===== src/rtl/mipsPkg.sv =====
package mipsPkg;

    ////////////////////////////////////////
    // widths with a meaning
    ////////////////////////////////////////

    typedef logic [31:0] wordT;
    typedef logic [29:0] wordAddrT;
    typedef logic [4:0]  regIdxT;
    typedef logic [5:0]  opcodeT;
    typedef logic [5:0]  functT;

    // primary opcodes
    localparam opcodeT opRType = 6'h00;
    localparam opcodeT opAddi  = 6'h08;
    localparam opcodeT opLw    = 6'h23;
    localparam opcodeT opSw    = 6'h2b;
    localparam opcodeT opBeq   = 6'h04;

    // R-type function codes
    localparam functT fnAdd = 6'h20;
    localparam functT fnSub = 6'h22;
    localparam functT fnAnd = 6'h24;
    localparam functT fnOr  = 6'h25;
    localparam functT fnSlt = 6'h2a;

    typedef enum logic [2:0] {
        aluAdd,
        aluSub,
        aluAnd,
        aluOr,
        aluSlt
    } aluOpT;

    ////////////////////////////////////////
    // pipeline register contents
    ////////////////////////////////////////

    typedef struct packed {
        logic regWrite;
        logic memRead;
        logic memWrite;
        logic branch;
        logic aluSrcImm;
        logic isRType;
    } ctrlT;

    typedef struct packed {
        ctrlT   ctrl;
        functT  funct;
        regIdxT rsIdx;
        regIdxT rtIdx;
        regIdxT wIdx;
        wordT   opA;
        wordT   opB;
        wordT   imm;
        wordT   brTarget;
    } idExT;

    typedef struct packed {
        ctrlT   ctrl;
        logic   zero;
        wordT   aluResult;
        wordT   storeData;
        regIdxT wIdx;
        wordT   brTarget;
    } exMemT;

    typedef struct packed {
        logic   regWrite;
        logic   memRead;
        wordT   aluResult;
        wordT   loadData;
        regIdxT wIdx;
    } memWbT;

    // data cache request, 64 bits
    typedef struct packed {
        logic     read;
        logic     write;
        wordAddrT addr;
        wordT     wdata;
    } dataReqT;

endpackage

===== src/rtl/mipsPipeline.sv =====
`timescale 1ns/1ns

module mipsPipeline #(
    parameter mipsPkg::wordT resetPc  = '0,
    parameter int            regCount = 32
) (
    input  logic              clk,
    input  logic              rst_n,
    output mipsPkg::wordAddrT icacheAddr,
    input  mipsPkg::wordT     icacheRdata,
    input  logic              icacheStall,
    output mipsPkg::dataReqT  dcacheReq,
    input  mipsPkg::wordT     dcacheRdata,
    input  logic              dcacheStall
);
    import mipsPkg::*;

    logic   freeze;
    logic   decStall;
    logic   flushTaken;
    logic   branchTaken;
    wordT   branchTarget;
    wordT   ifInstr;
    wordT   ifPcPlus4;
    regIdxT readIdxA;
    regIdxT readIdxB;
    wordT   readA;
    wordT   readB;
    idExT   idExOut;
    exMemT  exMemOut;
    memWbT  memWbOut;
    wordT   wbData;
    logic   wbEn;
    regIdxT wbIdx;

    // either cache stalling freezes the whole pipeline
    assign freeze = icacheStall | dcacheStall;

    ////////////////////////////////////////
    // input side
    ////////////////////////////////////////

    fetchStage #(
        .resetPc(resetPc)
    ) fetch (
        .clk, .rst_n, .freeze, .decStall, .flushTaken,
        .branchTaken, .branchTarget, .icacheRdata,
        .icacheAddr, .ifInstr, .ifPcPlus4
    );

    ////////////////////////////////////////
    // decode, hazards, execute
    ////////////////////////////////////////

    hazardUnit hazard (
        .ifInstr, .idExOut, .branchTaken, .decStall, .flushTaken
    );

    registerFile #(
        .regCount(regCount)
    ) regFile (
        .clk, .rst_n, .readIdxA, .readIdxB, .readA, .readB,
        .writeEn(wbEn), .writeIdx(wbIdx), .writeData(wbData)
    );

    decodeStage decode (
        .clk, .rst_n, .freeze, .decStall, .flushTaken,
        .ifInstr, .ifPcPlus4, .readA, .readB,
        .readIdxA, .readIdxB, .idExOut
    );

    executeStage execute (
        .clk, .rst_n, .freeze, .flushTaken, .idExOut, .memWbOut,
        .wbData, .exMemOut, .branchTaken, .branchTarget
    );

    // output side
    memWriteback memWb (
        .clk, .rst_n, .freeze, .exMemOut, .dcacheRdata,
        .dcacheReq, .memWbOut, .wbData, .wbEn, .wbIdx
    );

endmodule


===== src/rtl/memWriteback.sv =====
`timescale 1ns/1ns

module memWriteback (
    input  logic             clk,
    input  logic             rst_n,
    input  logic             freeze,
    input  mipsPkg::exMemT   exMemOut,
    input  mipsPkg::wordT    dcacheRdata,
    output mipsPkg::dataReqT dcacheReq,
    output mipsPkg::memWbT   memWbOut,
    output mipsPkg::wordT    wbData,
    output logic             wbEn,
    output mipsPkg::regIdxT  wbIdx
);
    import mipsPkg::*;

    memWbT memWbNext;

    // data cache request straight from EX/MEM
    always_comb begin
        dcacheReq.read  = exMemOut.ctrl.memRead;
        dcacheReq.write = exMemOut.ctrl.memWrite;
        dcacheReq.addr  = exMemOut.aluResult[31:2];
        dcacheReq.wdata = exMemOut.storeData;
    end

    always_comb begin
        memWbNext.regWrite  = exMemOut.ctrl.regWrite;
        memWbNext.memRead   = exMemOut.ctrl.memRead;
        memWbNext.aluResult = exMemOut.aluResult;
        memWbNext.loadData  = dcacheRdata;
        memWbNext.wIdx      = exMemOut.wIdx;
    end

    // MEM/WB register, load data captured once the stall drops
    always_ff @(posedge clk or negedge rst_n) begin
        if (!rst_n) begin
            memWbOut <= '0;
        end else if (!freeze) begin
            memWbOut <= memWbNext;
        end
    end

    // write-back select
    assign wbData = memWbOut.memRead ? memWbOut.loadData : memWbOut.aluResult;
    assign wbEn   = memWbOut.regWrite;
    assign wbIdx  = memWbOut.wIdx;

endmodule


===== src/rtl/executeStage.sv =====
`timescale 1ns/1ns

module executeStage (
    input  logic           clk,
    input  logic           rst_n,
    input  logic           freeze,
    input  logic           flushTaken,
    input  mipsPkg::idExT  idExOut,
    input  mipsPkg::memWbT memWbOut,
    input  mipsPkg::wordT  wbData,
    output mipsPkg::exMemT exMemOut,
    output logic           branchTaken,
    output mipsPkg::wordT  branchTarget
);
    import mipsPkg::*;

    wordT  fwdA;
    wordT  fwdB;
    wordT  aluB;
    wordT  aluResult;
    aluOpT aluOp;
    exMemT exMemNext;

    ////////////////////////////////////////
    // forwarding
    ////////////////////////////////////////

    // EX/MEM is younger than MEM/WB, so it wins
    function automatic wordT pickOperand(regIdxT src, wordT regVal);
        if (exMemOut.ctrl.regWrite && exMemOut.wIdx != '0 && exMemOut.wIdx == src) begin
            return exMemOut.aluResult;
        end else if (memWbOut.regWrite && memWbOut.wIdx != '0 && memWbOut.wIdx == src) begin
            return wbData;
        end
        return regVal;
    endfunction

    always_comb begin
        fwdA = pickOperand(idExOut.rsIdx, idExOut.opA);
        fwdB = pickOperand(idExOut.rtIdx, idExOut.opB);
    end

    ////////////////////////////////////////
    // ALU control and ALU
    ////////////////////////////////////////

    always_comb begin
        aluOp = aluAdd;
        if (idExOut.ctrl.isRType) begin
            case (idExOut.funct)
                fnAdd:   aluOp = aluAdd;
                fnSub:   aluOp = aluSub;
                fnAnd:   aluOp = aluAnd;
                fnOr:    aluOp = aluOr;
                fnSlt:   aluOp = aluSlt;
                default: aluOp = aluAdd;
            endcase
        end else if (idExOut.ctrl.branch) begin
            // beq compares by subtraction
            aluOp = aluSub;
        end
    end

    assign aluB = idExOut.ctrl.aluSrcImm ? idExOut.imm : fwdB;

    always_comb begin
        case (aluOp)
            aluAdd:  aluResult = fwdA + aluB;
            aluSub:  aluResult = fwdA - aluB;
            aluAnd:  aluResult = fwdA & aluB;
            aluOr:   aluResult = fwdA | aluB;
            aluSlt:  aluResult = {31'd0, $signed(fwdA) < $signed(aluB)};
            default: aluResult = fwdA + aluB;
        endcase
    end

    always_comb begin
        exMemNext.ctrl      = idExOut.ctrl;
        exMemNext.zero      = aluResult == '0;
        exMemNext.aluResult = aluResult;
        // store data is the forwarded Rt, not the immediate
        exMemNext.storeData = fwdB;
        exMemNext.wIdx      = idExOut.wIdx;
        exMemNext.brTarget  = idExOut.brTarget;
    end

    // EX/MEM register
    always_ff @(posedge clk or negedge rst_n) begin
        if (!rst_n) begin
            exMemOut <= '0;
        end else if (!freeze) begin
            if (flushTaken) begin
                exMemOut <= '0;
            end else begin
                exMemOut <= exMemNext;
            end
        end
    end

    // branch resolves in MEM
    assign branchTaken  = exMemOut.ctrl.branch & exMemOut.zero;
    assign branchTarget = exMemOut.brTarget;

endmodule


===== src/rtl/decodeStage.sv =====
`timescale 1ns/1ns

module decodeStage (
    input  logic            clk,
    input  logic            rst_n,
    input  logic            freeze,
    input  logic            decStall,
    input  logic            flushTaken,
    input  mipsPkg::wordT   ifInstr,
    input  mipsPkg::wordT   ifPcPlus4,
    input  mipsPkg::wordT   readA,
    input  mipsPkg::wordT   readB,
    output mipsPkg::regIdxT readIdxA,
    output mipsPkg::regIdxT readIdxB,
    output mipsPkg::idExT   idExOut
);
    import mipsPkg::*;

    opcodeT opcode;
    regIdxT rsIdx;
    regIdxT rtIdx;
    regIdxT rdIdx;
    wordT   immExt;
    ctrlT   ctrl;
    idExT   idExNext;

    ////////////////////////////////////////
    // instruction fields
    ////////////////////////////////////////

    assign opcode = ifInstr[31:26];
    assign rsIdx  = ifInstr[25:21];
    assign rtIdx  = ifInstr[20:16];
    assign rdIdx  = ifInstr[15:11];

    // register file is read with the raw source fields
    assign readIdxA = rsIdx;
    assign readIdxB = rtIdx;

    assign immExt = {{16{ifInstr[15]}}, ifInstr[15:0]};

    ////////////////////////////////////////
    // main control
    ////////////////////////////////////////

    always_comb begin
        ctrl = '0;
        case (opcode)
            opRType: begin
                ctrl.regWrite = 1'b1;
                ctrl.isRType  = 1'b1;
            end
            opAddi: begin
                ctrl.regWrite  = 1'b1;
                ctrl.aluSrcImm = 1'b1;
            end
            opLw: begin
                ctrl.regWrite  = 1'b1;
                ctrl.memRead   = 1'b1;
                ctrl.aluSrcImm = 1'b1;
            end
            opSw: begin
                ctrl.memWrite  = 1'b1;
                ctrl.aluSrcImm = 1'b1;
            end
            opBeq: begin
                ctrl.branch = 1'b1;
            end
            default: begin
                ctrl = '0;
            end
        endcase
    end

    always_comb begin
        // bubble on load-use: data moves on, control is dropped
        idExNext.ctrl  = decStall ? ctrlT'('0) : ctrl;
        idExNext.funct = ifInstr[5:0];
        idExNext.rsIdx = rsIdx;
        idExNext.rtIdx = rtIdx;
        // Rd for R-type, Rt for the immediate forms
        idExNext.wIdx  = ctrl.isRType ? rdIdx : rtIdx;
        idExNext.opA   = readA;
        idExNext.opB   = readB;
        idExNext.imm   = immExt;
        idExNext.brTarget = ifPcPlus4 + {immExt[29:0], 2'b00};
    end

    // ID/EX register
    always_ff @(posedge clk or negedge rst_n) begin
        if (!rst_n) begin
            idExOut <= '0;
        end else if (!freeze) begin
            if (flushTaken) begin
                idExOut <= '0;
            end else begin
                idExOut <= idExNext;
            end
        end
    end

endmodule


===== src/rtl/hazardUnit.sv =====
`timescale 1ns/1ns

module hazardUnit (
    input  mipsPkg::wordT ifInstr,
    input  mipsPkg::idExT idExOut,
    input  logic          branchTaken,
    output logic          decStall,
    output logic          flushTaken
);
    import mipsPkg::*;

    opcodeT opcode;
    regIdxT rsIdx;
    regIdxT rtIdx;
    logic   readsRs;
    logic   readsRt;
    logic   rsHit;
    logic   rtHit;

    assign opcode = ifInstr[31:26];
    assign rsIdx  = ifInstr[25:21];
    assign rtIdx  = ifInstr[20:16];

    // which source fields the instruction in IF/ID really uses
    always_comb begin
        case (opcode)
            opRType, opSw, opBeq: begin
                readsRs = 1'b1;
                readsRt = 1'b1;
            end
            opAddi, opLw: begin
                readsRs = 1'b1;
                readsRt = 1'b0;
            end
            default: begin
                readsRs = 1'b0;
                readsRt = 1'b0;
            end
        endcase
    end

    // load in ID/EX feeding the next instruction
    assign rsHit = readsRs && rsIdx == idExOut.wIdx;
    assign rtHit = readsRt && rtIdx == idExOut.wIdx;

    // a taken branch discards both instructions, so no bubble is needed then
    assign decStall = idExOut.ctrl.memRead && idExOut.wIdx != '0 && (rsHit || rtHit)
                      && !branchTaken;

    assign flushTaken = branchTaken;

endmodule


===== src/rtl/registerFile.sv =====
`timescale 1ns/1ns

module registerFile #(
    parameter int regCount = 32
) (
    input  logic            clk,
    input  logic            rst_n,
    input  mipsPkg::regIdxT readIdxA,
    input  mipsPkg::regIdxT readIdxB,
    output mipsPkg::wordT   readA,
    output mipsPkg::wordT   readB,
    input  logic            writeEn,
    input  mipsPkg::regIdxT writeIdx,
    input  mipsPkg::wordT   writeData
);
    import mipsPkg::*;

    wordT regs [regCount];

    // r0 reads zero, a same-cycle write is passed through
    function automatic wordT readPort(regIdxT idx);
        if (idx == '0) begin
            return '0;
        end else if (writeEn && writeIdx == idx) begin
            return writeData;
        end
        return regs[idx];
    endfunction

    always_comb begin
        readA = readPort(readIdxA);
        readB = readPort(readIdxB);
    end

    always_ff @(posedge clk or negedge rst_n) begin
        if (!rst_n) begin
            for (int i = 0; i < regCount; i++) begin
                regs[i] <= '0;
            end
        end else if (writeEn && writeIdx != '0) begin
            regs[writeIdx] <= writeData;
        end
    end

endmodule


===== src/rtl/fetchStage.sv =====
`timescale 1ns/1ns

module fetchStage #(
    parameter mipsPkg::wordT resetPc = '0
) (
    input  logic              clk,
    input  logic              rst_n,
    input  logic              freeze,
    input  logic              decStall,
    input  logic              flushTaken,
    input  logic              branchTaken,
    input  mipsPkg::wordT     branchTarget,
    input  mipsPkg::wordT     icacheRdata,
    output mipsPkg::wordAddrT icacheAddr,
    output mipsPkg::wordT     ifInstr,
    output mipsPkg::wordT     ifPcPlus4
);
    import mipsPkg::*;

    wordT pc;
    wordT pcPlus4;
    wordT pcNext;
    logic hold;

    assign hold       = freeze | decStall;
    assign pcPlus4    = pc + 32'd4;
    assign pcNext     = branchTaken ? branchTarget : pcPlus4;
    assign icacheAddr = pc[31:2];

    // program counter
    always_ff @(posedge clk or negedge rst_n) begin
        if (!rst_n) begin
            pc <= resetPc;
        end else if (!hold) begin
            pc <= pcNext;
        end
    end

    // IF/ID register, instruction word taken straight from the cache
    always_ff @(posedge clk or negedge rst_n) begin
        if (!rst_n) begin
            ifInstr   <= '0;
            ifPcPlus4 <= '0;
        end else if (!hold) begin
            if (flushTaken) begin
                ifInstr   <= '0;
                ifPcPlus4 <= '0;
            end else begin
                ifInstr   <= icacheRdata;
                ifPcPlus4 <= pcPlus4;
            end
        end
    end

endmodule


===== config.mk =====
export PLATFORM = sky130hd
export DESIGN_NAME = mipsPipeline
export DESIGN_NICKNAME = d
export VERILOG_FILES = /design/src/rtl/mipsPkg.sv /design/src/rtl/mipsPipeline.sv /design/src/rtl/memWriteback.sv /design/src/rtl/executeStage.sv /design/src/rtl/decodeStage.sv /design/src/rtl/hazardUnit.sv /design/src/rtl/registerFile.sv /design/src/rtl/fetchStage.sv
export SDC_FILE = /design/constraint.sdc
export NUM_CORES = 2
export LEC_CHECK = 0
export ABC_AREA = 0
export BUFFER_PORTS_ARGS = -buffer_cell sky130_fd_sc_hd__buf_4
export CAP_MARGIN = 20
export CORE_MARGIN = 10
export CORE_UTILIZATION = 55
export DETAILED_ROUTE_END_ITERATION = 16
export HOLD_SLACK_MARGIN = 0.03
export PLACE_DENSITY = 0.8
export SYNTH_ARGS = -nofsm -noshare
export SYNTH_HDL_FRONTEND = slang
export SYNTH_SLANG_ARGS = --single-unit

===== constraint.sdc =====
create_clock -name clk -period 8.2 [get_ports clk]
set_clock_uncertainty 0.2 [all_clocks]
set_input_delay 0.82 -clock clk [delete_from_list [all_inputs] [get_ports clk]]
set_output_delay 0.82 -clock clk [all_outputs]
set_load 0.03 [all_outputs]

======== Yosys cells after proc, flatten, opt, wreduce, memory -nomap -nowiden ========
Index checks and enable logic that the tools add are counted.
storage, ports and cells
  register bits ........................... 1452
  latch bits .............................. 0
  input bits .............................. 68
  ROM bits ................................ 0
  memories kept ........................... 0
  bits in writable memories ............... 0
  logic and storage cells ................. 177
operators by class
  magnitude comparators ................... 5
  div/mod/pow operators ................... 0
  bitwise gates (word level) .............. 8
  $add $sub $neg .......................... 4
  equality and inequality tests ........... 20
  reductions and logical operators ........ 27
  $mul .................................... 0
  mux-type cells .......................... 50
  shift-type cells ........................ 0
operator list
  kind                     number
  $bwmux W1024             1
  $mux W32                 22
  $bmux W32 S5             2
  $demux W32 S5            1
  $mux W155                1
  $pmux W32 S4             1
  $mux W108                1
  $add A32 B32 Y32         2
  $eq A5 B5 Y1             8
  $eq A6 B6 Y1 const B     6
  $add A32 B3 Y32 const B  1
  $and A32 B32 Y32         1
  $logic_not A32 Y1        1
  $lt A32 B32 Y1           1
  $or A32 B32 Y32          1
  $sub A32 B32 Y32         1
  $ge A6 B6 Y1 const B     3
  $not A5 Y6               3
  $mux W1                  17
  $reduce_bool A5 Y1       3
  $logic_and A1 B1 Y1      14
  $pmux W3 S4              1
  $logic_not A5 Y1         2
  $reduce_or A3 Y1         3
  other kinds (15)         17

======== Longest topological paths before layout ========
  depth in word-level cells ............... 11
  gate-level depth with buffers ........... 24
  mapped depth without buffers ............ 22

======== Cells and area by module ========
Synthesis repeated with hierarchy kept, for this count alone.
second synthesis, totals
  cell total of the unflattened synthesis .. 6897
  area total of the unflattened synthesis .. 83585.2 um2
by module, submodules not included
  module        times used  cells each  area each (um2)
  registerFile  1           3658        54926.4
  executeStage  1           1506        11680.0
  decodeStage   1           810         7347.0
  fetchStage    1           640         5506.5
  memWriteback  1           256         3928.8
  hazardUnit    1           26          190.2
  mipsPipeline  1           1           6.3

======== Worst setup path before layout ========
OpenSTA, ideal clock, no wires.
  path kind ............................... register -> register
  start ................................... register, netlist name memWb.wbIdx[1]
  end ..................................... register, netlist name execute.exMemOut[101]
  clock period less this slack ............ 5548 ps
  cell stages (with the launch flop) ...... 24
  library setup time ...................... 67 ps
  setup slack ............................. 2652 ps
  arrival time ............................ 5281 ps
  cell sequence ........................... dfrtp_1 clkbuf_1 nor2_1 nand2_1 nand2_1 nor4_1 clkbuf_1 nand2_1 o21ai_0 o21ai_0 mux2_2 ha_1 fa_1 nor2_1 o311ai_1 a31o_2 o211ai_1 a21oi_1 a221oi_1 o22ai_1 or4_1 nor4_1 nand4_1 nand2_1
on the way
  word-level cells in the longest chain between the ends .. 11
RTL lines
  item                                      line                                    source
  $reduce_bool A5 Y1                        executeStage.sv:32                      end else if (memWbOut.regWrite && memWbOut.wIdx != '0 && memWbOut.wIdx == src) begin
  $logic_and A1 B1 Y1 (2 in series)         executeStage.sv:32
  $mux W1                                   executeStage.sv:32
  $mux W1                                   executeStage.sv:30                      if (exMemOut.ctrl.regWrite && exMemOut.wIdx != '0 && exMemOut.wIdx == src) begin
  $mux W32                                  executeStage.sv:35                      return regVal;
  $mux W32                                  executeStage.sv:64                      assign aluB = idExOut.ctrl.aluSrcImm ? idExOut.imm : fwdB;
  $add A32 B32 Y32 (tied with other cells)  executeStage.sv:68, executeStage.sv:73
  $pmux W32 S4 (*)                          executeStage.sv:67                      case (aluOp)
  $logic_not A32 Y1 (*)                     executeStage.sv:79                      exMemNext.zero = aluResult == '0;
  $mux W108 (*)                             executeStage.sv:92                      if (flushTaken) begin
Mark *: on every way between the ends. The rest lies on a longest branch, timed or not.
A chain may end at the register's enable or synchronous reset.

======== Final worst setup path ========
  start ................................... register, netlist name memWb.wbIdx[2]
  end ..................................... register, netlist name execute.exMemOut[101]
on the way
  word-level cells in the longest chain between the ends .. 11
RTL lines
  item                                      line
  $reduce_bool A5 Y1                        executeStage.sv:32
  $logic_and A1 B1 Y1 (2 in series)         executeStage.sv:32
  $mux W1                                   executeStage.sv:32
  $mux W1                                   executeStage.sv:30
  $mux W32                                  executeStage.sv:35
  $mux W32                                  executeStage.sv:64
  $add A32 B32 Y32 (tied with other cells)  executeStage.sv:68, executeStage.sv:73
  $pmux W32 S4 (*)                          executeStage.sv:67
  $logic_not A32 Y1 (*)                     executeStage.sv:79
  $mux W108 (*)                             executeStage.sv:92
Marks and branches as above.

==> out/summary.json <==
{
  "run_status": {"value": "finished clean"},
  "critical_path.max_stage_delay": {"value": 0.62, "unit": "ns"},
  "die-area": {"value": 0.156, "unit": "sq mm"},
  "final_cell_mix": {"value": "dfrtp_1 (1,410), nand2_1 (1,196), o21ai_0 (893)"},
  "wl_per_cell": {"value": 27.4, "unit": "um"},
  "die_w": {"value": 395, "unit": "um"},
  "wire_length_of_the_first_global_routing_pass": {"value": 374000, "unit": "um"},
  "finalCriticalPeriod": {"value": 6.70, "unit": "ns"},
  "rr_startpoint": {"value": "memWb.wbIdx[2]$_DFFE_PN0N_"},
  "critical_path_peak_fanout": {"value": 64},
  "clkTransAtPathRegs": {"value": 0.06, "unit": "ns"},
  "synth_cell_type_count": {"value": 89},
  "viasPerCell": {"value": 6.86},
  "post_synthesis_to_final_layout_area_growth": {"value": 9.77, "unit": "%"},
  "holdCritStartpoint": {"value": "dcacheRdata[15]"},
  "placeableCoreArea": {"value": 0.139, "unit": "sq mm"},
  "leak_pwr": {"value": 36.8, "unit": "nW"},
  "syn-cell-area": {"value": 0.0772, "unit": "sq mm"},
  "grt_max_degree": {"value": 175},
  "initial_utilization": {"value": 55.4, "unit": "%"},
  "synth_warnings": {"value": 0},
  "root_buffer": {"value": "clkbuf_16"},
  "port_buffers": {"value": 161},
  "finalNonFillerCells": {"value": 8943},
  "timing.max_slew.rel_slack": {"value": 21.0, "unit": "%"},
  "synth-edff-count": {"value": 0},
  "cts_made_buffers": {"value": 143},
  "cts-resized-gates": {"value": 0},
  "synth_top_area_cell": {"value": "dfrtp_1"},
  "n_fill_cell": {"value": 10400},
  "yosys_register_bits": {"value": 1422},
  "finalSetupViolCount": {"value": 0},
  "fraction_of_layout_instances_using_a_drive_strength_above_1": {"value": 18.5, "unit": "%"},
  "final_hold_viol_count": {"value": 0},
  "cts.sinks": {"value": 1422},
  "post_cts.repair.setup_buffers": {"value": 0},
  "count_of_final_max_slew_check_failures": {"value": 0},
  "postSynthNetCount": {"value": 7433},
  "setup_total_negative_slack": {"value": 0, "unit": "ns"},
  "arrival": {"value": 7.22, "unit": "ns"},
  "global_route.usage.total": {"value": 30.9, "unit": "%"},
  "design.portCount": {"value": 162},
  "max_stage_delay_cell_worst_path": {"value": "dfrtp_1"},
  "route.antenna.remaining_nets": {"value": 0},
  "crit_path_start": {"value": "memWb.wbIdx[2]$_DFFE_PN0N_"},
  "p_per_area": {"value": 273, "unit": "mW/mm^2"},
  "synth-main-ff-cell": {"value": "dfrtp_1"},
  "synth_area_per_cell": {"value": 10.7, "unit": "sq um"},
  "synth_top_cell_area_share": {"value": 46.1, "unit": "%"},
  "unrepaired_setup_endpoints_after_global_routing": {"value": "false"},
  "critical_path.most_common_cell": {"value": "o21ai_0"},
  "dp.cells": {"value": 8647},
  "vdd.ir_drop.worst": {"value": 0.000196, "unit": "V"},
  "cp-start-kind": {"value": "flip-flop"},
  "timing.hold.worst.class": {"value": "input port to flip-flop"},
  "number_of_buffers_inserted_for_hold_repair_after_clock_tree_synthesis": {"value": 27},
  "grt_overflow": {"value": 0},
  "worst_slew_pin_slew": {"value": 1.19, "unit": "ns"},
  "syn_inst": {"value": 7236},
  "synthTopCellsByArea": {"value": "dfrtp_1 (46%), mux4_2 (19%), nand2_1 (5.9%)"},
  "clk_path_buf_depth": {"value": 3},
  "dpl.hpwl": {"value": 147000, "unit": "um"},
  "synth_async_sr_flop_share": {"value": 100, "unit": "%"},
  "maxCapViolations": {"value": 0},
  "highest_clock_rate": {"value": 149, "unit": "MHz"},
  "layout.nets": {"value": 7149},
  "drc_errors": {"value": 0},
  "dr.first_iter.drc_count": {"value": 8115},
  "htree_num_levels": {"value": 4},
  "worstSkewPairLatency": {"value": 0.81, "unit": "ns"},
  "row_cnt": {"value": 137},
  "required": {"value": 8.72, "unit": "ns"},
  "worstPathCellList": {"value": "nor3_1 > nand2_1 > nand2_1 > nor4_2 > buf_4 > o21ai_0 > o21ai_0 > mux2_2 > ha_1 > inv_1 > fa_1 > nand2b_1 > a21oi_1 > o21ai_0 > o21ai_0 > mux2i_1 > a211oi_1 > o211ai_1 > or4_1 > nor4_1 > nand4_1 > nand2_1"},
  "route.vias.total": {"value": 61300},
  "crit_type": {"value": "flip-flop to flip-flop"},
  "leading_cell_type_in_the_layout_fill_and_taps_excluded": {"value": "dfrtp_1"},
  "finalCoreUtilization": {"value": 60.8, "unit": "%"},
  "ys_seq_area_share": {"value": 46.1, "unit": "%"},
  "endpoint_kind": {"value": "flip-flop"},
  "first_pass_iters": {"value": 6},
  "tritoncts": {"value": "built"},
  "die_h": {"value": 395, "unit": "um"},
  "antenna_violations_before_repair": {"value": 9},
  "post-route-period-util": {"value": 81.7, "unit": "%"},
  "placer_s_final_routability_congestion_estimate": {"value": 0.956},
  "first_global_vias": {"value": 61900},
  "wirelength": {"value": 245000, "unit": "um"}
}
==> metrics by stage <==
stage / power, mW / hold WS (ns) / area, sq um / worst slack, ns
2_1_floorplan: 13.6 / 0.240 / 77200 / 2.65
3_3_place_gp: 15.6 / 0.176 / 79100 / 1.71
3_5_place_dp: 15.8 / 0.183 / 79200 / 1.69
4_1_cts: 22.9 / 0.0313 / 84500 / 1.64
5_1_grt: 24.0 / 0.0507 / 84700 / 1.09
6_report: 23.1 / 0.0551 / 84700 / 1.50
==> registers in the layout, indices dropped and copies added, names as in the netlist, 30 cells and up <==
name	cells
execute.branchTarget	30
fetch.ifInstr	32
fetch.pc	30
fetch.ifPcPlus4	30
decode.idExOut	131
regFile.regs	1024
memWb.memWbOut	65
execute.exMemOut	74
==> metal layers <==
| layer | vias to the layer above | share of wire [%] | track usage, % | wire length, um |
|---|---|---|---|---|
| li1 | 25500 | - | - | - |
| met1 | 30800 | 36 | 38.5 | 87600 |
| met2 | 4066 | 46 | 47.6 | 112000 |
| met3 | 1032 | 12 | 9.00 | 28500 |
| met4 | 8 | 6.9 | 18.8 | 16900 |
| met5 | - | 0.022 | 0 | 55 |
==> final timing paths <==
kind	endpoint	slack [ns]	cells after the start
hold / removal	memWb.memWbOut[20]$_DFFE_PN0N_	0.06	3
setup / recovery	execute.exMemOut[101]$_DFFE_PN0N_	1.50	22
hold reg to reg	regFile.regs[999]$_DFFE_PN0P_	0.20	0
setup reg to reg	execute.exMemOut[101]$_DFFE_PN0N_	1.50	22
max in group asynchronous	regFile.regs[233]$_DFFE_PN0P_	5.24	4
min in group asynchronous	decode.idExOut[20]$_DFFE_PN0N_	0.43	2
==> worst max-delay path, delay by kind of cell, from the launching register on <==
family                     cells  cell delay, ns
AOI/OAI and AO/OA              7            1.83
buffers and inverters          2            0.62
and+or+nand+nor                9            2.28
DFF                            1            0.62
adders and majority gates      2            0.69
muxes                          2            0.35
==> area by class of cell <==
class | count | area [sq um] | share of cell area [%]
multi-input cells | 4924 | 38400 | 45.3
flip-flops and latches | 1422 | 35600 | 42.1
clock buffers | 193 | 4130 | 4.88
repair buffers | 319 | 2770 | 3.27
well taps | 1876 | 2350 | 2.77
clock inverters | 64 | 906 | 1.07
inverters | 142 | 533 | 0.629
diodes | 3 | 7.51 | 0.00886
==> cell families (layout without fill, tap and decap cells) <==
family,after synthesis,count (layout),synth area share [%]
simple gates,1961,1961,10.3
fa+ha+maj,129,129,2.12
buf+inv,890,718,4.71
compound gates,1940,1940,14.9
xor+xnor,98,98,1.11
mux,796,796,20.7
flops,1422,1422,46.1
other cells,0,3,0
==> cell usage after synthesis, drive strengths merged, types with 6 or more instances <==
cell / number
or4: 10
o31ai: 34
mux2i: 140
dfrtp: 1422
o21ai: 895
nor2b: 17
nand3: 42
clkbuf: 579
nand2b: 20
o22a: 13
mux4: 640
o21a: 30
inv: 142
a221o: 12
a211o: 8
or3: 9
nand3b: 9
nor3: 46
a21oi: 510
a22oi: 9
mux2: 16
and3: 17
ha: 126
xnor2: 60
a31oi: 17
nand2: 1212
a221oi: 69
o22ai: 16
o31a: 6
o221ai: 9
a211oi: 15
o21bai: 10
nor4: 19
xor2: 38
nand4: 18
a22o: 120
o211ai: 18
buf: 169
or2: 9
a21o: 92
nor2: 508
==> report_power, final <==
part / leakage, nW / switching [mW] / internal (mW)
Clock: 2.49 / 2.93 / 4.15
Combinational: 15.0 / 4.18 / 2.69
Sequential: 19.4 / 1.14 / 8.02
(Power assumes the default switching activity.)
